`src/hdmi_tx_consts.svh`:
```
`ifndef HDMI_TX_CONSTS_SVH
`define HDMI_TX_CONSTS_SVH

// 7-bit bus address of the ADV7513 main register map
`define ADV7513_I2C_ADDR 7'h39

// status register read back after the write sequence
`define ADV7513_PLL_REG 8'h9E

// PLL lock flag position inside the status register
`define ADV7513_PLL_LOCK_BIT 4

// number of register writes in the init table
`define INIT_SEQ_LEN 27

// clock cycles per quarter of an SCL period
// one SCL period is four of these quarters,
// so the bus runs at clk / (4 * divider)
`define I2C_QUARTER_DIV 4

// with the default of 4 and a 50 MHz clock
// this gives a very fast bus, which suits simulation;
// a board build would raise it to reach 100 kHz or 400 kHz
//
// the divider counter is sized from this value,
// so any value of 1 or more is legal

`endif

```
`src/hdmi_tx_pkg.sv`:
```
package hdmi_tx_pkg;

    // device register address and value
    typedef logic [7:0] reg_addr_t;
    typedef logic [7:0] reg_data_t;

    // position in the init write table
    typedef logic [4:0] seq_index_t;

    // failed PLL checks, wraps at 255
    typedef logic [7:0] err_count_t;

    // one table entry
    typedef struct packed {
        reg_addr_t reg_addr;
        reg_data_t value;
    } reg_write_t;

    // request to the I2C master, value ignored on reads
    typedef struct packed {
        logic      is_read;
        reg_addr_t reg_addr;
        reg_data_t value;
    } i2c_cmd_t;

    // answer from the I2C master, data only meaningful on reads
    typedef struct packed {
        logic      ack_error;
        reg_data_t data;
    } i2c_rsp_t;

    typedef enum logic [2:0] {
        CFG_WRITE, CFG_WRITE_WAIT, CFG_READ, CFG_READ_WAIT, CFG_READY
    } config_state_t;

    typedef enum logic [2:0] {I2C_IDLE, I2C_START, I2C_TX, I2C_RX, I2C_STOP} i2c_state_t;

endpackage

```
`src/adv7513_init_rom.sv`:
```
`timescale 1ns/1ps

module adv7513_init_rom #(
    parameter bit aspect_16_9 = 1'b0
) (
    input  hdmi_tx_pkg::seq_index_t index,
    output hdmi_tx_pkg::reg_write_t entry
);

    // register 0x17 bit 1 selects the input aspect ratio
    localparam hdmi_tx_pkg::reg_data_t aspect_value = aspect_16_9 ? 8'h02 : 8'h00;

    always_comb begin
        case (index)
            // all circuits powered up, sync adjust off
            5'd0:  entry = 16'h41_10;
            // fixed values the handbook asks for
            5'd1:  entry = 16'h98_03;
            5'd2:  entry = 16'h9A_E0;
            5'd3:  entry = 16'h9C_30;
            5'd4:  entry = 16'h9D_01;
            5'd5:  entry = 16'hA2_A4;
            5'd6:  entry = 16'hA3_A4;
            5'd7:  entry = 16'hE0_D0;
            5'd8:  entry = 16'hF9_00;
            // 44.1 kHz I2S, 24 bit RGB 4:4:4 with separate syncs
            5'd9:  entry = 16'h15_00;
            5'd10: entry = {8'h17, aspect_value};
            // 4:4:4 out, 8 bit colour depth
            5'd11: entry = 16'h16_30;
            // RGB in the AVI InfoFrame, CSC off
            5'd12: entry = 16'h55_00;
            5'd13: entry = 16'h18_46;
            // HDMI mode, HDCP off
            5'd14: entry = 16'hAF_06;
            5'd15: entry = 16'hBA_60;
            // I2S audio with automatic CTS
            5'd16: entry = 16'h0A_00;
            // N = 0x1880 for 44.1 kHz
            5'd17: entry = 16'h01_00;
            5'd18: entry = 16'h02_18;
            5'd19: entry = 16'h03_80;
            5'd20: entry = 16'h0B_0E;
            // I2S0 on, right justified, 16 bit samples
            5'd21: entry = 16'h0C_05;
            5'd22: entry = 16'h0D_10;
            // HPD and monitor sense interrupts on, then clear pending ones
            5'd23: entry = 16'h94_C0;
            5'd24: entry = 16'h96_C0;
            // no pixel repetition, VIC left automatic
            5'd25: entry = 16'h3B_80;
            5'd26: entry = 16'h3C_00;
            default: entry = '0;
        endcase
    end

endmodule

```
`src/i2c_master.sv`:
```
`timescale 1ns/1ps
`include "hdmi_tx_consts.svh"

module i2c_master (
    input  logic                  clk,
    input  logic                  reset,
    input  logic                  cmd_valid,
    input  hdmi_tx_pkg::i2c_cmd_t cmd,
    output logic                  rsp_valid,
    output hdmi_tx_pkg::i2c_rsp_t rsp,
    input  logic                  scl_in,
    input  logic                  sda_in,
    output logic                  scl_oe,
    output logic                  sda_oe
);

    localparam int div_w = $clog2(`I2C_QUARTER_DIV + 1);

    hdmi_tx_pkg::i2c_state_t state;
    hdmi_tx_pkg::i2c_cmd_t   cmd_q;
    logic [div_w-1:0]        div_cnt;
    logic [1:0]              phase;
    logic [3:0]              bit_cnt;
    logic [1:0]              byte_sel;
    logic [7:0]              shift;
    logic                    ack_err;
    logic                    stall;
    logic                    tick;

    // slave still holds SCL low after we let it go
    assign stall = (state != hdmi_tx_pkg::I2C_IDLE) && !scl_oe && !scl_in;
    assign tick  = !stall && (div_cnt == div_w'(`I2C_QUARTER_DIV - 1));

    // every bit takes four quarters:
    // 0 set SDA, 1 release SCL, 2 sample SDA, 3 pull SCL low
    always_ff @(posedge clk) begin
        rsp_valid <= 1'b0;
        if (!reset) begin
            state    <= hdmi_tx_pkg::I2C_IDLE;
            div_cnt  <= '0;
            phase    <= '0;
            bit_cnt  <= '0;
            byte_sel <= '0;
            ack_err  <= 1'b0;
            scl_oe   <= 1'b0;
            sda_oe   <= 1'b0;
        end else if (state == hdmi_tx_pkg::I2C_IDLE) begin
            if (cmd_valid) begin
                cmd_q    <= cmd;
                shift    <= {`ADV7513_I2C_ADDR, 1'b0};
                div_cnt  <= '0;
                phase    <= '0;
                bit_cnt  <= '0;
                byte_sel <= '0;
                ack_err  <= 1'b0;
                state    <= hdmi_tx_pkg::I2C_START;
            end
        end else if (!tick) begin
            if (!stall) begin
                div_cnt <= div_cnt + 1'b1;
            end
        end else begin
            div_cnt <= '0;
            phase   <= phase + 1'b1;
            case (state)
                // also used as repeated start, SCL may be low on entry
                hdmi_tx_pkg::I2C_START: begin
                    case (phase)
                        2'd0: sda_oe <= 1'b0;
                        2'd1: scl_oe <= 1'b0;
                        2'd2: sda_oe <= 1'b1;
                        default: begin
                            scl_oe  <= 1'b1;
                            bit_cnt <= '0;
                            state   <= hdmi_tx_pkg::I2C_TX;
                        end
                    endcase
                end
                hdmi_tx_pkg::I2C_TX: begin
                    case (phase)
                        // ninth bit releases SDA for the slave ACK
                        2'd0: sda_oe <= (bit_cnt < 4'd8) && !shift[7];
                        2'd1: scl_oe <= 1'b0;
                        2'd2: begin
                            if (bit_cnt == 4'd8) begin
                                ack_err <= ack_err | sda_in;
                            end
                        end
                        default: begin
                            scl_oe  <= 1'b1;
                            shift   <= {shift[6:0], 1'b0};
                            bit_cnt <= bit_cnt + 1'b1;
                            if (bit_cnt == 4'd8) begin
                                bit_cnt <= '0;
                                case (byte_sel)
                                    2'd0: begin
                                        shift    <= cmd_q.reg_addr;
                                        byte_sel <= 2'd1;
                                    end
                                    2'd1: begin
                                        byte_sel <= 2'd2;
                                        if (cmd_q.is_read) begin
                                            shift <= {`ADV7513_I2C_ADDR, 1'b1};
                                            state <= hdmi_tx_pkg::I2C_START;
                                        end else begin
                                            shift <= cmd_q.value;
                                        end
                                    end
                                    default: begin
                                        state <= cmd_q.is_read ? hdmi_tx_pkg::I2C_RX
                                                               : hdmi_tx_pkg::I2C_STOP;
                                    end
                                endcase
                            end
                        end
                    endcase
                end
                // SDA stays released, so the ninth bit is the NACK
                hdmi_tx_pkg::I2C_RX: begin
                    case (phase)
                        2'd0: sda_oe <= 1'b0;
                        2'd1: scl_oe <= 1'b0;
                        2'd2: begin
                            if (bit_cnt < 4'd8) begin
                                shift <= {shift[6:0], sda_in};
                            end
                        end
                        default: begin
                            scl_oe  <= 1'b1;
                            bit_cnt <= bit_cnt + 1'b1;
                            if (bit_cnt == 4'd8) begin
                                state <= hdmi_tx_pkg::I2C_STOP;
                            end
                        end
                    endcase
                end
                default: begin
                    case (phase)
                        2'd0: sda_oe <= 1'b1;
                        2'd1: scl_oe <= 1'b0;
                        // SDA rising while SCL is high
                        2'd2: sda_oe <= 1'b0;
                        default: begin
                            rsp.ack_error <= ack_err;
                            rsp.data      <= shift;
                            rsp_valid     <= 1'b1;
                            state         <= hdmi_tx_pkg::I2C_IDLE;
                        end
                    endcase
                end
            endcase
        end
    end

endmodule

```
`src/adv7513_config_fsm.sv`:
```
`timescale 1ns/1ps
`include "hdmi_tx_consts.svh"

module adv7513_config_fsm (
    input  logic                    clk,
    input  logic                    reset,
    input  logic                    hdmi_int,
    output hdmi_tx_pkg::seq_index_t seq_index,
    input  hdmi_tx_pkg::reg_write_t entry,
    output logic                    cmd_valid,
    output hdmi_tx_pkg::i2c_cmd_t   cmd,
    input  logic                    rsp_valid,
    input  hdmi_tx_pkg::i2c_rsp_t   rsp,
    output logic                    ready,
    output hdmi_tx_pkg::err_count_t pll_error_count
);

    localparam hdmi_tx_pkg::seq_index_t last_index =
        hdmi_tx_pkg::seq_index_t'(`INIT_SEQ_LEN - 1);

    hdmi_tx_pkg::config_state_t state;
    logic                       reading;
    logic                       pll_locked;

    assign reading = (state == hdmi_tx_pkg::CFG_READ) ||
                     (state == hdmi_tx_pkg::CFG_READ_WAIT);

    // command follows the table entry, or the status read during the PLL check
    assign cmd.is_read  = reading;
    assign cmd.reg_addr = reading ? `ADV7513_PLL_REG : entry.reg_addr;
    assign cmd.value    = reading ? '0 : entry.value;

    assign pll_locked = rsp.data[`ADV7513_PLL_LOCK_BIT];

    always_ff @(posedge clk) begin
        cmd_valid <= 1'b0;
        if (!reset) begin
            state           <= hdmi_tx_pkg::CFG_WRITE;
            seq_index       <= '0;
            ready           <= 1'b0;
            pll_error_count <= '0;
        end else begin
            case (state)
                hdmi_tx_pkg::CFG_WRITE: begin
                    cmd_valid <= 1'b1;
                    state     <= hdmi_tx_pkg::CFG_WRITE_WAIT;
                end
                hdmi_tx_pkg::CFG_WRITE_WAIT: begin
                    if (rsp_valid) begin
                        if (rsp.ack_error) begin
                            // same entry again
                            state <= hdmi_tx_pkg::CFG_WRITE;
                        end else if (seq_index == last_index) begin
                            state <= hdmi_tx_pkg::CFG_READ;
                        end else begin
                            seq_index <= seq_index + 1'b1;
                            state     <= hdmi_tx_pkg::CFG_WRITE;
                        end
                    end
                end
                hdmi_tx_pkg::CFG_READ: begin
                    cmd_valid <= 1'b1;
                    state     <= hdmi_tx_pkg::CFG_READ_WAIT;
                end
                hdmi_tx_pkg::CFG_READ_WAIT: begin
                    if (rsp_valid) begin
                        if (rsp.ack_error) begin
                            state <= hdmi_tx_pkg::CFG_READ;
                        end else if (pll_locked) begin
                            ready <= 1'b1;
                            state <= hdmi_tx_pkg::CFG_READY;
                        end else begin
                            // PLL not locked yet, program the whole table again
                            pll_error_count <= pll_error_count + 1'b1;
                            seq_index       <= '0;
                            state           <= hdmi_tx_pkg::CFG_WRITE;
                        end
                    end
                end
                hdmi_tx_pkg::CFG_READY: begin
                    // hot plug or monitor sense event, the device may have
                    // dropped its settings
                    if (!hdmi_int) begin
                        ready     <= 1'b0;
                        seq_index <= '0;
                        state     <= hdmi_tx_pkg::CFG_WRITE;
                    end
                end
                default: begin
                    seq_index <= '0;
                    state     <= hdmi_tx_pkg::CFG_WRITE;
                end
            endcase
        end
    end

endmodule

```
`src/adv7513_ctrl.sv`:
```
`timescale 1ns/1ps

module adv7513_ctrl #(
    parameter bit aspect_16_9 = 1'b0
) (
    input  logic                    clk,
    input  logic                    reset,
    input  logic                    hdmi_int,
    input  logic                    scl_in,
    input  logic                    sda_in,
    output logic                    scl_oe,
    output logic                    sda_oe,
    output logic                    ready,
    output hdmi_tx_pkg::err_count_t pll_error_count
);

    hdmi_tx_pkg::seq_index_t seq_index;
    hdmi_tx_pkg::reg_write_t entry;
    hdmi_tx_pkg::i2c_cmd_t   cmd;
    hdmi_tx_pkg::i2c_rsp_t   rsp;
    logic                    cmd_valid;
    logic                    rsp_valid;

    adv7513_init_rom #(
        .aspect_16_9 (aspect_16_9)
    ) u_rom (
        .index (seq_index),
        .entry (entry)
    );

    adv7513_config_fsm u_fsm (
        .clk             (clk),
        .reset           (reset),
        .hdmi_int        (hdmi_int),
        .seq_index       (seq_index),
        .entry           (entry),
        .cmd_valid       (cmd_valid),
        .cmd             (cmd),
        .rsp_valid       (rsp_valid),
        .rsp             (rsp),
        .ready           (ready),
        .pll_error_count (pll_error_count)
    );

    i2c_master u_i2c (
        .clk       (clk),
        .reset     (reset),
        .cmd_valid (cmd_valid),
        .cmd       (cmd),
        .rsp_valid (rsp_valid),
        .rsp       (rsp),
        .scl_in    (scl_in),
        .sda_in    (sda_in),
        .scl_oe    (scl_oe),
        .sda_oe    (sda_oe)
    );

endmodule

```
`config.mk`:
```
export PLATFORM = sky130hd
export DESIGN_NAME = adv7513_ctrl
export DESIGN_NICKNAME = d
export VERILOG_FILES = /design/src/hdmi_tx_pkg.sv /design/src/adv7513_init_rom.sv /design/src/i2c_master.sv /design/src/adv7513_config_fsm.sv /design/src/adv7513_ctrl.sv
export VERILOG_INCLUDE_DIRS = /design/src /design/src/src
export SDC_FILE = /design/constraint.sdc
export NUM_CORES = 1
export LEC_CHECK = 0
export ABC_AREA = 0
export BUFFER_PORTS_ARGS = -buffer_cell sky130_fd_sc_hd__buf_2
export CORE_ASPECT_RATIO = 0.7
export CORE_UTILIZATION = 60
export CTS_BUF_LIST = sky130_fd_sc_hd__clkbuf_4
export DETAILED_ROUTE_END_ITERATION = 16
export PLACE_DENSITY = 0.88
export SLEW_MARGIN = 25
export SYNTH_ARGS = -nofsm -noshare
export SYNTH_HDL_FRONTEND = slang
export SYNTH_SLANG_ARGS = --single-unit
export TNS_END_PERCENT = 5
```
`constraint.sdc`:
```
create_clock -name clk -period 3 [get_ports clk]
set_input_delay 0.6 -clock clk [delete_from_list [all_inputs] [get_ports clk]]
set_output_delay 0.6 -clock clk [all_outputs]
set_load 0.02 [all_outputs]
```
After elaboration in Yosys (flattened, before gate mapping)
Memories as Yosys holds them, arrays and structs flattened. A register that Yosys moved wholly into a read port is not among the register bits.
Cells that the tools add are included.
W data, S select, Z words.
{ "word_totals": {"reg_bits": 51, "romBits": 512, "in_bits": 5, "output_inout_bits": 11, "word_cells": 195, "n_memories": 1} }
{ "memory_table": {"columns": ["name", "words", "width", "rd", "rd_ports_with_merged_regs", "write_ports", "line", "text"], "rows": [
  ["(name not given)", 32, 16, 1, 1, 0, "adv7513_init_rom.sv:14", "case (index)"]
]} }
{ "classes": {"n_addsub": 5, "magnitude_cmp": 1, "n_eq_ne": 36, "n_mux": 81, "n_bitwise": 9, "reduce_logical": 44} }
{ "op_table": {"columns": ["operator", "count"], "rows": [
  ["$mux W8", 8],
  ["$mux W3", 21],
  ["$mux W5", 7],
  ["$pmux W8 S2", 2],
  ["$mux W4", 7],
  ["$pmux W5 S4", 1],
  ["$reduce_and A5 Y1", 4],
  ["$mux W2", 9],
  ["$mux W1", 16],
  ["$eq A3 B2 Y1 const B", 5],
  ["$pmux W3 S5", 1],
  ["$ne A2 B2 Y1 const B", 7],
  ["$reduce_and A7 Y1", 2],
  ["$reduce_bool A2 Y1", 7],
  ["$ne A2 B1 Y1 const B", 6],
  ["$ne A3 B1 Y1 const B", 4],
  ["$ne A3 B2 Y1 const B", 4],
  ["$pmux W4 S3", 1],
  ["$reduce_and A6 Y1", 2],
  ["$pmux W3 S3", 1],
  ["$reduce_bool A3 Y1", 3],
  ["$add A8 B1 Y8 const B", 1],
  ["$not A1 Y1", 8],
  ["$pmux W1 S2", 4],
  ["30 further kinds", 45]
]} }

Depth between registers and ports, before layout
Gate-level depths: netlist of the first run.
{ "depth": {"word_depth": 7, "depth_mapped": 8, "depth_no_buf": 6} }

Modules after synthesis
A second synthesis of the first run with hierarchy kept.
{ "hier_totals": {"cells_unflattened": 439, "area_unflattened_um2": 4098.9} }
{ "by_module_without_submodules": {"columns": ["mod", "instances", "cells_each", "area_per_inst_um2", "seq_area_each_um2"], "rows": [
  ["i2c_master", 1, 216, 2419.8, 1381.3],
  ["adv7513_config_fsm", 1, 117, 1047.3, 360.3],
  ["adv7513_init_rom", 1, 106, 631.9, 0.0]
]} }

Worst setup path before layout of the first run
No wires, ideal clock.
{ "synth_timing": {"path_kind": "reg2reg", "startpoint": "register u_i2c.state[0]", "endpoint": "register u_i2c.shift[0] (enable)", "setup_time_ns": 0.419, "arrival_time_ns": 2.346, "t_required_ns": 2.581, "path_slack_ns": 0.234, "stages_incl_launch_ff": 5, "path_buffers": 2, "period_less_slack_ns": 2.766, "path_cell_list": "dfxtp_1 -> buf_2 -> buf_1 -> nor3_1 -> a2111oi_0"} }
{ "synth_via": {"elab_chain_len": 7, "elab_cells_between_ends": 15, "cone_classes": "eq/ne: 6; reduce/logical: 9"} }
{ "synth_rtl": {"columns": ["item", "line", "text"], "rows": [
  ["start, declared", "i2c_master.sv:19", "hdmi_tx_pkg::i2c_state_t state;"],
  ["start signal, assigned", "i2c_master.sv:39", "state <= hdmi_tx_pkg::I2C_IDLE;"],
  ["start signal, assigned", "i2c_master.sv:56", "state <= hdmi_tx_pkg::I2C_START;"],
  ["start signal, assigned", "i2c_master.sv:75", "state <= hdmi_tx_pkg::I2C_TX;"],
  ["$reduce_bool A3 Y1", "i2c_master.sv:31", "assign stall = (state != hdmi_tx_pkg::I2C_IDLE) && !scl_oe && !scl_in;"],
  ["$logic_and A1 B1 Y1 (2 in a row)", "i2c_master.sv:31", null],
  ["$logic_not A1 Y1", "i2c_master.sv:32", "assign tick = !stall && (div_cnt == div_w'(`I2C_QUARTER_DIV - 1));"],
  ["$logic_and A1 B1 Y1", "i2c_master.sv:32", null],
  ["$reduce_bool A2 Y1 (no line)", null, null],
  ["$reduce_and A7 Y1 (no line) (*)", null, null],
  ["end signal, assigned", "i2c_master.sv:50", "shift <= {`ADV7513_I2C_ADDR, 1'b0};"],
  ["end signal, assigned", "i2c_master.sv:91", "shift <= {shift[6:0], 1'b0};"],
  ["end signal, assigned", "i2c_master.sv:97", "shift <= cmd_q.reg_addr;"],
  ["end, declared", "i2c_master.sv:25", "logic [7:0] shift;"]
]} }
Mark *: on every way between the ends. The rest lies on a longest branch, timed or not.
A chain may end at the register's enable or synchronous reset.

Worst setup path in the final report of the first run
{ "layout_timing": {"startpoint": "register u_i2c.state[0]", "endpoint": "register u_i2c.cmd_q[11] (netlist bit) (enable)"} }
{ "layout_via": {"elab_chain_len": 2} }
{ "layout_rtl": {"columns": ["item", "line", "text"], "rows": [
  ["$logic_not A3 Y1", "i2c_master.sv:47", "end else if (state == hdmi_tx_pkg::I2C_IDLE) begin"],
  ["$reduce_and A3 Y1 (no line)", null, null],
  ["end signal, assigned", "i2c_master.sv:49", "cmd_q <= cmd;"],
  ["end, declared", "i2c_master.sv:20", "hdmi_tx_pkg::i2c_cmd_t cmd_q;"]
]} }
Every way passes these cells.

==> results.py, run 1 <==
metrics = {
    "power": {
        "vdd.ir_drop.worst_v": 0.0003071,
        "total_switching_power_uw": 384.6,
        "internal_power_mw": 1.264,
        "seq_power_share": 0.560,
        "clock_power_share": 0.393,
        "pwr-share-comb": 0.048,
        "power.switching_fraction": 0.2333,
        "power_density_nw_per_um2": 414.8,
        "p_leak_nw": 1.432,
    },
    "worst_setup_path": {
        "cp_slowest_cell": "sky130_fd_sc_hd__nor3_1",
        "critical_path_peak_fanout": 22,
        "path_cells": "nor3_1 -> nand2_1 -> nor2_1 -> buf_4",
        "timing.critical_path.to_type": "flip-flop",
        "cp.arrival_ps": 2240,
        "worst-endpoint-required_ps": 3120,
        "criticalPathCategory": "reg2reg",
        "worstPathBufferInverterCount": 1,
        "critical_path.top_delay_family": "simple AND/OR/NAND/NOR gates",
        "cpPeakStageDelay_ps": 560,
        "worstSetupStartpointType": "flip-flop",
    },
    "grt": {
        "grt_antenna_before_repair": 0,
        "grtUsageTotal": 0.2803,
        "grt_max_degree": 35,
        "grt_pass1_wl_microns": 13520,
        "grt_pass1_vias": 2739,
        "residual_overflow_from_global_routing": 0,
    },
    "clocking": {
        "cts_setup_buffers": 0,
        "clkLatencyLatePin_ps": 420,
        "cts.sinks": 63,
        "cts_tree": "done",
        "clock-root-buffer": "sky130_fd_sc_hd__clkbuf_4",
        "worst_setup_hold_path_clk_slew_ps": 100,
        "h-tree-depth": 3,
        "post_cts_resized": 0,
        "tritoncts.num_buffers": 9,
        "cts.hold.buffers_added": 0,
        "clock_tree.buffer_depth": 2,
    },
    "floorplanning": {
        "fp_rows": 23,
        "die_x_microns": 95.75,
        "design.die.area_sq_um": 6474,
        "chipHeight_microns": 67.62,
        "initial_core_utilization": 0.6350,
        "coreArea_sq_um": 5813,
        "num_io_pins": 16,
    },
    "place": {
        "detailed_place_hpwl_microns": 5921,
        "place_ws_ps": 944.2,
        "port_buffers": 15,
        "gp_routability_congestion": 0.9672,
    },
    "timing": {
        "worst_clock_skew_ps": 12.48,
        "timing.final.setup_violations": 0,
        "finalWorstSetupSlack_ps": 879.2,
        "period_share": 0.7069,
        "setup_total_negative_slack_ps": 0,
        "final.min_clock_period_ps": 2121,
        "grt_setup_unrepaired": "false",
        "finalHoldViolCount": 0,
        "timing_max_transition_violations_final": 0,
        "slew_headroom": 0.5181,
        "fmax_mhz": 471.5,
        "tightest_slew_ps": 721.9,
    },
    "logic_synthesis": {
        "synth_async_sr_flop_share": 0,
        "synthesis.area_sq_um": 3691,
        "syn_inst": 412,
        "yosys-top-cells-area": "sky130_fd_sc_hd__edfxtp_1, sky130_fd_sc_hd__dfxtp_1, sky130_fd_sc_hd__ha_1, sky130_fd_sc_hd__nand2_1, sky130_fd_sc_hd__nor2_1",
        "synth_enable_flop_cells": 27,
        "number_of_distinct_standard_cells_referenced_by_the_synthesized_netlist": 68,
        "synth_area_leader": "sky130_fd_sc_hd__edfxtp_1",
        "ys_dominant_reg_cell": "sky130_fd_sc_hd__dfxtp_1",
        "synth_area_per_cell_sq_um": 8.959,
        "count_of_warnings_emitted_by_yosys": 0,
        "synth.yosys.seq_area_share": 0.4149,
        "synth_nets": 434,
        "synth.cells.most_frequent": "sky130_fd_sc_hd__nand2_1, sky130_fd_sc_hd__nor2_1, sky130_fd_sc_hd__dfxtp_1, sky130_fd_sc_hd__edfxtp_1, sky130_fd_sc_hd__a21oi_1",
        "synth_top_cell_area_share": 0.2197,
        "synth.most_common_cell": "sky130_fd_sc_hd__nand2_1",
        "yosys_register_bits": 63,
    },
    "finish": {
        "antenna-diode-count": 0,
        "n_fill_cell": 463,
        "total_nets_final": 443,
        "flow.area_growth_from_synthesis_pct": 7.695,
        "layout-drive-gt1-share": 0.1174,
    },
    "hold_path": {
        "hold_path.class": "reg2reg",
    },
    "drt": {
        "wl_microns": 8511,
        "wl_per_cell_microns": 16.99,
        "drt_pre_antenna_iters": 5,
        "drc": 0,
        "vias_per_cell": 6.423,
        "drtIter0Drc": 366,
        "detail-route-antenna-nets": 0,
        "vias": 3218,
    },
    "flow_run": {
        "cap_viol_max_count": 0,
    },
    "outcome": {
        "run_status": "completed",
    },
}
## sequential cells by signal (all words and copies together) (netlist names), 2 cells and up
signal                 cells
u_fsm.seq_index            5
u_i2c.state                3
u_i2c.rsp                  2
u_fsm.pll_error_count      8
u_i2c.byte_sel             2
u_i2c.cmd_q               17
u_i2c.div_cnt              3
u_fsm.state                3
u_i2c.phase                2
u_i2c.bit_cnt              4
u_i2c.shift                8
## cells in the final DEF (no fill, tap or decap), drive strengths merged, types with 7 or more instances in the layout
cell type,instances
nor2,40
nand2,44
dfxtp,36
clkbuf,9
o21ai,19
nand2b,13
ha,17
nor2b,7
nand3,20
edfxtp,27
mux2i,10
inv,18
buf,21
a21oi,22
nor3,12
a211oi,7
## layout make-up
cell class / count / area (sq um) / area share
flip-flops and latches: 63 / 1531 / 0.3853
clock buffers: 9 / 67.56 / 0.01700
clock inverters: 7 / 87.58 / 0.02203
well taps: 75 / 93.84 / 0.02361
inverters: 18 / 67.56 / 0.01700
repair buffers: 21 / 120.1 / 0.03022
multi-input cells: 308 / 2007 / 0.5049
## per-stage QoR
stage | utilization | hold slack (ps) | area, sq um | total power [mW] | instances
after floorplan | - | 408.1 | 3691 | 0.9928 | 412
after global routing | 0.6838 | 434.6 | 3975 | 1.711 | 501
after global placement | 0.6571 | 418.6 | 3820 | 1.014 | 485
after detailed placement | 0.6571 | 419.6 | 3820 | 1.017 | 485
final | 0.6838 | 465.2 | 3975 | 1.649 | 501
after CTS | 0.6838 | 452.4 | 3975 | 1.652 | 501
## worst paths after layout
check                 start         endpoint  slack (ps)  depth (start not counted)
max          u_i2c.state[0]  u_i2c.cmd_q[11]         880                          4
min           u_i2c.ack_err     u_i2c.rsp[8]         470                          0
max reg2reg  u_i2c.state[0]  u_i2c.cmd_q[11]         880                          4
min reg2reg   u_i2c.ack_err     u_i2c.rsp[8]         470                          0
## layer usage
metal  vias to the layer above  routed length [microns]  track usage
met5                         -                        0            0
met4                         0                      111      0.06343
met3                        19                      589      0.08896
met2                       116                     3746       0.4027
met1                      1542                     4064       0.4084
li1                       1541                        -            -
## power by group through the flow
stage / clock (mW) / sequential (mW) / combinational [mW]
after CTS: 0.652 / 0.922 / 0.0772
after detailed placement: 0 / 0.941 / 0.0759
after global placement: 0 / 0.941 / 0.0735
after global routing: 0.698 / 0.925 / 0.0875
after floorplan: 0 / 0.931 / 0.0617
final: 0.647 / 0.923 / 0.0788
## cells by family after synthesis
family          after synthesis  share of synthesized area
simple gates                172                     0.2454
compound gates              103                     0.1970
flops                        63                     0.4149
fa+ha+maj                    17                    0.05763
buf+inv                      41                    0.04305
mux                          11                    0.03017
xor+xnor                      5                    0.01187
Power figures use the tool's default switching activity.
==> inputs of run 2 (changes only) <==
--- a/config.mk
+++ b/config.mk
@@ -9,10 +9,10 @@
 export ABC_AREA = 0
 export BUFFER_PORTS_ARGS = -buffer_cell sky130_fd_sc_hd__buf_2
 export CORE_ASPECT_RATIO = 0.7
-export CORE_UTILIZATION = 60
+export CORE_UTILIZATION = 58
 export CTS_BUF_LIST = sky130_fd_sc_hd__clkbuf_4
 export DETAILED_ROUTE_END_ITERATION = 16
-export PLACE_DENSITY = 0.88
+export PLACE_DENSITY = 0.89
 export SLEW_MARGIN = 25
 export SYNTH_ARGS = -nofsm -noshare
 export SYNTH_HDL_FRONTEND = slang
==> constraint.sdc (replaced) <==
create_clock -name clk -period 1.9 [get_ports clk]
set_input_delay 0.38 -clock clk [delete_from_list [all_inputs] [get_ports clk]]
set_output_delay 0.38 -clock clk [all_outputs]
set_load 0.02 [all_outputs]
==> run 2 against run 1 <==
  * Hold slack lost 210 ps
  * Final area grew 4.4%
  * Utilization grew 1.6 points
  * Highest routed layer unchanged
  * Critical endpoint is now u_i2c.state[1]
  * Wire length grew 2.9%
  * Clock power grew 38%
  * Setup slack lost 780 ps
  * Register-to-register slack lost 780 ps
  * Non-clock buffer count grew 19
  * Sequential cell count is the same
  * Via count grew 2.6%
  * Sequential power grew 57%
==> results.py, run 2 (synthesis gave the netlist of run 1 again) <==
metrics = {
    "timing": {
        "tightest_slew_ps": 533.1,
        "fmax_mhz": 554.5,
        "grt_setup_unrepaired": "false",
        "final.min_clock_period_ps": 1803,
        "finalHoldViolCount": 0,
        "timing.final.setup_violations": 0,
        "setup_total_negative_slack_ps": 0,
        "worst_clock_skew_ps": 12.97,
        "whs_ps": 256.5,
        "timing_max_transition_violations_final": 0,
        "slew_headroom": 0.6390,
        "period_share": 0.9491,
        "finalWorstSetupSlack_ps": 96.70,
    },
    "worst_setup_path": {
        "criticalPathCategory": "reg2reg",
        "cp_slowest_cell": "sky130_fd_sc_hd__dfxtp_1",
        "critical_path.top_delay_family": "flip-flops",
        "worstPathBufferInverterCount": 0,
        "worst-endpoint-required_ps": 2230,
        "timing.critical_path.to_type": "flip-flop",
        "critical_path_peak_fanout": 17,
        "cp.arrival_ps": 2130,
        "path_cells": "nor2b_1 -> o21ai_0 -> o21ai_2 -> mux2_1",
        "cpPeakStageDelay_ps": 680,
        "worstSetupStartpointType": "flip-flop",
    },
    "power": {
        "p_leak_nw": 1.540,
        "vdd.ir_drop.worst_v": 0.0006071,
        "total_power_mw": 2.503,
        "power_density_nw_per_um2": 603.3,
    },
    "drt": {
        "met2RoutedLength_microns": 3882,
        "drt_pre_antenna_iters": 5,
        "wl_microns": 8760,
        "routedLengthMet1_microns": 4057,
        "highest-signal-layer": "met4",
        "drtIter0Drc": 479,
        "vias": 3301,
        "met3WireLength_microns": 742,
        "drc": 0,
        "wl_per_cell_microns": 16.85,
        "vias_per_cell": 6.348,
        "detail-route-antenna-nets": 0,
    },
    "clocking": {
        "clkLatencyLatePin_ps": 430,
        "clock_tree.buffer_depth": 2,
        "cts.sinks": 63,
        "cts_setup_buffers": 0,
        "clock-root-buffer": "sky130_fd_sc_hd__clkbuf_4",
        "tritoncts.num_buffers": 9,
        "h-tree-depth": 3,
        "post_cts_resized": 0,
        "cts_tree": "done",
        "worst_setup_hold_path_clk_slew_ps": 110,
        "cts.hold.buffers_added": 0,
    },
    "floorplanning": {
        "coreArea_sq_um": 5928,
        "initial_core_utilization": 0.6226,
        "die_x_microns": 97.35,
        "num_io_pins": 16,
        "fp_rows": 23,
        "chipHeight_microns": 68.75,
        "design.die.area_sq_um": 6692,
    },
    "grt": {
        "grtUsageTotal": 0.2716,
        "grt_pass1_vias": 2916,
        "grt_pass1_wl_microns": 14040,
        "grt_max_degree": 31,
        "grt_antenna_before_repair": 0,
        "residual_overflow_from_global_routing": 0,
    },
    "finish": {
        "layout_commonest_cell": "sky130_fd_sc_hd__nand2_1",
        "flow.area_growth_from_synthesis_pct": 12.41,
        "reg_top3": "u_i2c.cmd_q: 17 flops, u_fsm.pll_error_count: 8 flops, u_i2c.shift: 8 flops",
        "layout-drive-gt1-share": 0.1708,
        "registers.top_by_ff_count": "u_i2c.cmd_q",
        "top_library_cells_by_usage_in_the_layout_fill_and_taps_aside": "sky130_fd_sc_hd__nand2_1, sky130_fd_sc_hd__nor2_1, sky130_fd_sc_hd__dfxtp_1, sky130_fd_sc_hd__edfxtp_1, sky130_fd_sc_hd__buf_4",
        "total_nets_final": 462,
        "largest_register_ffs": 17,
        "antenna-diode-count": 0,
        "fin_cells": 520,
    },
    "flow_run": {
        "cap_viol_max_count": 0,
    },
    "outcome": {
        "run_status": "completed",
    },
    "place": {
        "place_ws_ps": 61.10,
        "place_inst": 504,
        "gp_routability_congestion": 0.8824,
        "detailed_place_hpwl_microns": 6480,
        "port_buffers": 15,
    },
    "hold_path": {
        "hold_path.class": "in2reg",
    },
}
run 2: cell count changes in the layout (fill, tap and decap cells not counted), sizes merged:
cell	delta
buf	+19
clkinv	+1
bufinv	-1
inv	+2
clkinvlp	-2
run 2: report_power, final:
group | internal (mW) | switching, mW | leakage (nW)
clock network | 0.392 | 0.501 | 0.0804
logic | 0.0653 | 0.0961 | 0.930
registers | 1.43 | 0.0194 | 0.530
run 2: area by class of cell:
class                      instances  area, sq um
fill                             444         1779
tap                               75        93.84
timing repair buffer              40        287.8
inverter                          18        67.56
clock buffer                       9        67.56
clock inverter                     7        61.31
multi-input combinational        308         2038
sequential                        63         1533
run 2: final timing paths:
check,from,to,slack (ps),cells after the start
max,u_i2c.state[1],u_i2c.state[1],100,4
max reg2reg,u_i2c.state[1],u_i2c.state[1],100,4
min,hdmi_int,u_fsm.state[2],260,3
min reg2reg,u_i2c.ack_err,u_i2c.rsp[8],460,0
run 2: worst min-delay path, cell delays in order:
cell	delay, ps
sky130_fd_sc_hd__buf_2	110
sky130_fd_sc_hd__nand3_1	70
sky130_fd_sc_hd__a211oi_1	60
run 2: through the flow:
stage          area [sq um]    util
3_5_place_dp           4003  0.6752
2_1_floorplan          3712       -
3_3_place_gp           4003  0.6752
4_1_cts                4131  0.6969
6_report               4149  0.6999
5_1_grt                4149  0.6999
run 2: routing by layer:
layer	vias up	track usage
met5	-	0
met4	0	0.07904
met3	14	0.07964
met2	164	0.4234
met1	1549	0.3718
li1	1574	-
==> inputs of run 3 (changes only) <==
--- a/config.mk
+++ b/config.mk
@@ -12,7 +12,7 @@
 export CORE_UTILIZATION = 58
 export CTS_BUF_LIST = sky130_fd_sc_hd__clkbuf_4
 export DETAILED_ROUTE_END_ITERATION = 16
-export PLACE_DENSITY = 0.89
+export PLACE_DENSITY = 0.79
 export SLEW_MARGIN = 25
 export SYNTH_ARGS = -nofsm -noshare
 export SYNTH_HDL_FRONTEND = slang
==> run 3 against run 2 <==
  * Sequential power is essentially flat
  * Clock power fell by 0.7%
  * Final area increased by 0.27%
  * Critical endpoint is now u_i2c.shift[6]
  * First-iteration DRC count fell by 10%
  * Combinational power is 2% lower
  * Critical path depth did not move
  * Sequential share of layout area decreased by 0.10 points
  * Fmax fell by 0.47%
  * Highest routed layer unchanged
==> results.py, run 3 (synthesis gave the netlist of run 1 again) <==
metrics = {
    "place": {
        "port_buffers": 15,
        "placement_stage_cell_area_sq_um": 4010,
        "detailed_place_hpwl_microns": 6081,
        "place_ws_ps": 128.0,
        "place_inst": 505,
        "gp_routability_congestion": 0.9362,
    },
    "worst_setup_path": {
        "critical_path_peak_fanout": 14,
        "cp.arrival_ps": 1930,
        "worst-endpoint-required_ps": 2020,
        "worstSetupStartpointType": "flip-flop",
        "cpPeakStageDelay_ps": 650,
        "critical_path.reg2reg.endpoint": "u_i2c.shift[6]",
        "crit-reg2reg-launch": "u_i2c.state[2]",
        "cp_slowest_cell": "sky130_fd_sc_hd__dfxtp_1",
        "timing.critical_path.to_type": "flip-flop",
        "criticalPathCategory": "reg2reg",
        "reg2regPathDepth": 4,
        "regToRegSetupSlack_ps": 90,
        "path_cells": "nand2b_1 -> nor3_1 -> a2111oi_4 -> buf_4",
    },
    "finish": {
        "antenna-diode-count": 0,
        "total_nets_final": 463,
        "regArea_sq_um": 1533,
        "registers.top_by_ff_count": "u_i2c.cmd_q",
        "post-route-util": 0.7018,
        "layout_commonest_cell": "sky130_fd_sc_hd__nand2_1",
        "reg_top3": "u_i2c.cmd_q: 17 flops, u_fsm.pll_error_count: 8 flops, u_i2c.shift: 8 flops",
        "n_fill_cell": 457,
        "layout-drive-gt1-share": 0.1704,
        "top_library_cells_by_usage_in_the_layout_fill_and_taps_aside": "sky130_fd_sc_hd__nand2_1, sky130_fd_sc_hd__nor2_1, sky130_fd_sc_hd__dfxtp_1, sky130_fd_sc_hd__edfxtp_1, sky130_fd_sc_hd__buf_4",
        "fin_area_sq_um": 4160,
        "largest_register_ffs": 17,
        "area_of_combinational_cells_with_multiple_inputs_sq_um": 2039,
        "flow.area_growth_from_synthesis_pct": 12.71,
        "fin_cells": 521,
    },
    "drt": {
        "detail-route-antenna-nets": 0,
        "vias_per_cell": 6.253,
        "drt_pre_antenna_iters": 5,
        "wl_per_cell_microns": 15.97,
        "drc": 0,
        "wl_microns": 8321,
        "drtIter0Drc": 430,
        "vias": 3258,
    },
    "timing": {
        "slew_headroom": 0.6585,
        "worst_clock_skew_ps": 16.16,
        "timing.final.setup_violations": 0,
        "finalWorstSetupSlack_ps": 88.09,
        "final.min_clock_period_ps": 1812,
        "tightest_slew_ps": 512.2,
        "fmax_mhz": 551.9,
        "grt_setup_unrepaired": "true",
        "finalHoldViolCount": 0,
        "timing_max_transition_violations_final": 0,
        "period_share": 0.9536,
    },
    "hold_path": {
        "worstHoldPathCells": 3,
        "hold_path.class": "in2reg",
        "worst_hold_path.endpoint": "u_fsm.ready",
        "holdCritStartpoint": "hdmi_int",
    },
    "power": {
        "total_power_mw": 2.493,
        "vdd.ir_drop.worst_v": 0.0004602,
        "p_leak_nw": 1.536,
        "power_density_nw_per_um2": 599.1,
    },
    "grt": {
        "grtUsageTotal": 0.2543,
        "groute.layer.met3.usage": 0.07056,
        "grt_most_used_layer": "met1",
        "residual_overflow_from_global_routing": 0,
        "grt_pass1_vias": 2623,
        "grt_max_degree": 30,
        "grt_util_met1": 0.3869,
        "grt_pass1_wl_microns": 13190,
        "grt_antenna_before_repair": 0,
        "globalRouteMet2Util": 0.3477,
    },
    "clocking": {
        "clock_tree.buffer_depth": 2,
        "cts_setup_buffers": 0,
        "worst_setup_hold_path_clk_slew_ps": 100,
        "post_cts_resized": 0,
        "cts.sinks": 63,
        "cts_tree": "done",
        "clock-root-buffer": "sky130_fd_sc_hd__clkbuf_4",
        "tritoncts.num_buffers": 9,
        "clkLatencyLatePin_ps": 400,
        "cts.hold.buffers_added": 0,
        "h-tree-depth": 3,
    },
    "floorplanning": {
        "design.die.area_sq_um": 6692,
        "initial_core_utilization": 0.6226,
        "num_io_pins": 16,
        "die_x_microns": 97.35,
        "fp_rows": 23,
        "chipHeight_microns": 68.75,
        "coreArea_sq_um": 5928,
    },
    "outcome": {
        "run_status": "completed",
    },
    "flow_run": {
        "cap_viol_max_count": 0,
    },
}
## run 3: changes by cell type in the layout (fill, tap and decap cells not counted), moves of 2 or more
cell                       before  now
sky130_fd_sc_hd__clkinv_2       3    1
sky130_fd_sc_hd__ha_2           0    2
sky130_fd_sc_hd__ha_1          17   15
sky130_fd_sc_hd__clkinv_1       1    3
sky130_fd_sc_hd__clkbuf_4       9   11
## run 3: cell type report
type,instances,share of cell area
clock buffer,11,0.01985
clock inverter,5,0.01173
inverter,18,0.01624
multi-input combinational,308,0.4902
sequential,63,0.3684
tap,75,0.02256
timing repair buffer,41,0.07098
## run 3: worst max path at each step
stage                             from            endpoint  slack [ps]  depth (start not counted)
global placement        u_i2c.state[2]      u_i2c.shift[7]         180                          4
floorplan           u_fsm.seq_index[1]      u_i2c.cmd_q[8]         -30                          8
detailed placement  u_fsm.seq_index[1]  u_fsm.seq_index[1]         130                          6
finish                  u_i2c.state[2]      u_i2c.shift[6]          90                          4
global route        u_fsm.seq_index[1]      u_i2c.cmd_q[6]         -10                          7
CTS                 u_fsm.seq_index[1]  u_fsm.seq_index[1]         120                          6
## run 3: where the power goes
| group | leakage, nW | switching, mW | internal [mW] |
|---|---|---|---|
| registers | 0.530 | 0.0190 | 1.43 |
| clock network | 0.0762 | 0.465 | 0.422 |
| logic | 0.930 | 0.0949 | 0.0626 |
## run 3: metal layers
layer,routed length (microns),vias up
li1,-,1580
met1,4033,1496
met2,3361,168
met3,808,14
met4,119,0
met5,0,-
## run 3: stage by stage
step | setup TNS [ps] | hold WS, ps
floorplan | -512.8 | 408.1
global placement | 0 | 423.4
detailed placement | 0 | 445.0
CTS | 0 | 239.5
global route | -13.79 | 251.4
finish | 0 | 268.7
## run 3: worst max-delay path: cells and delay by family (launching register included)
kind                   cells  cell delay [ps]
buffers and inverters      1              220
DFF                        1              650
and+or+nand+nor            2              380
AOI/OAI and AO/OA          1              280
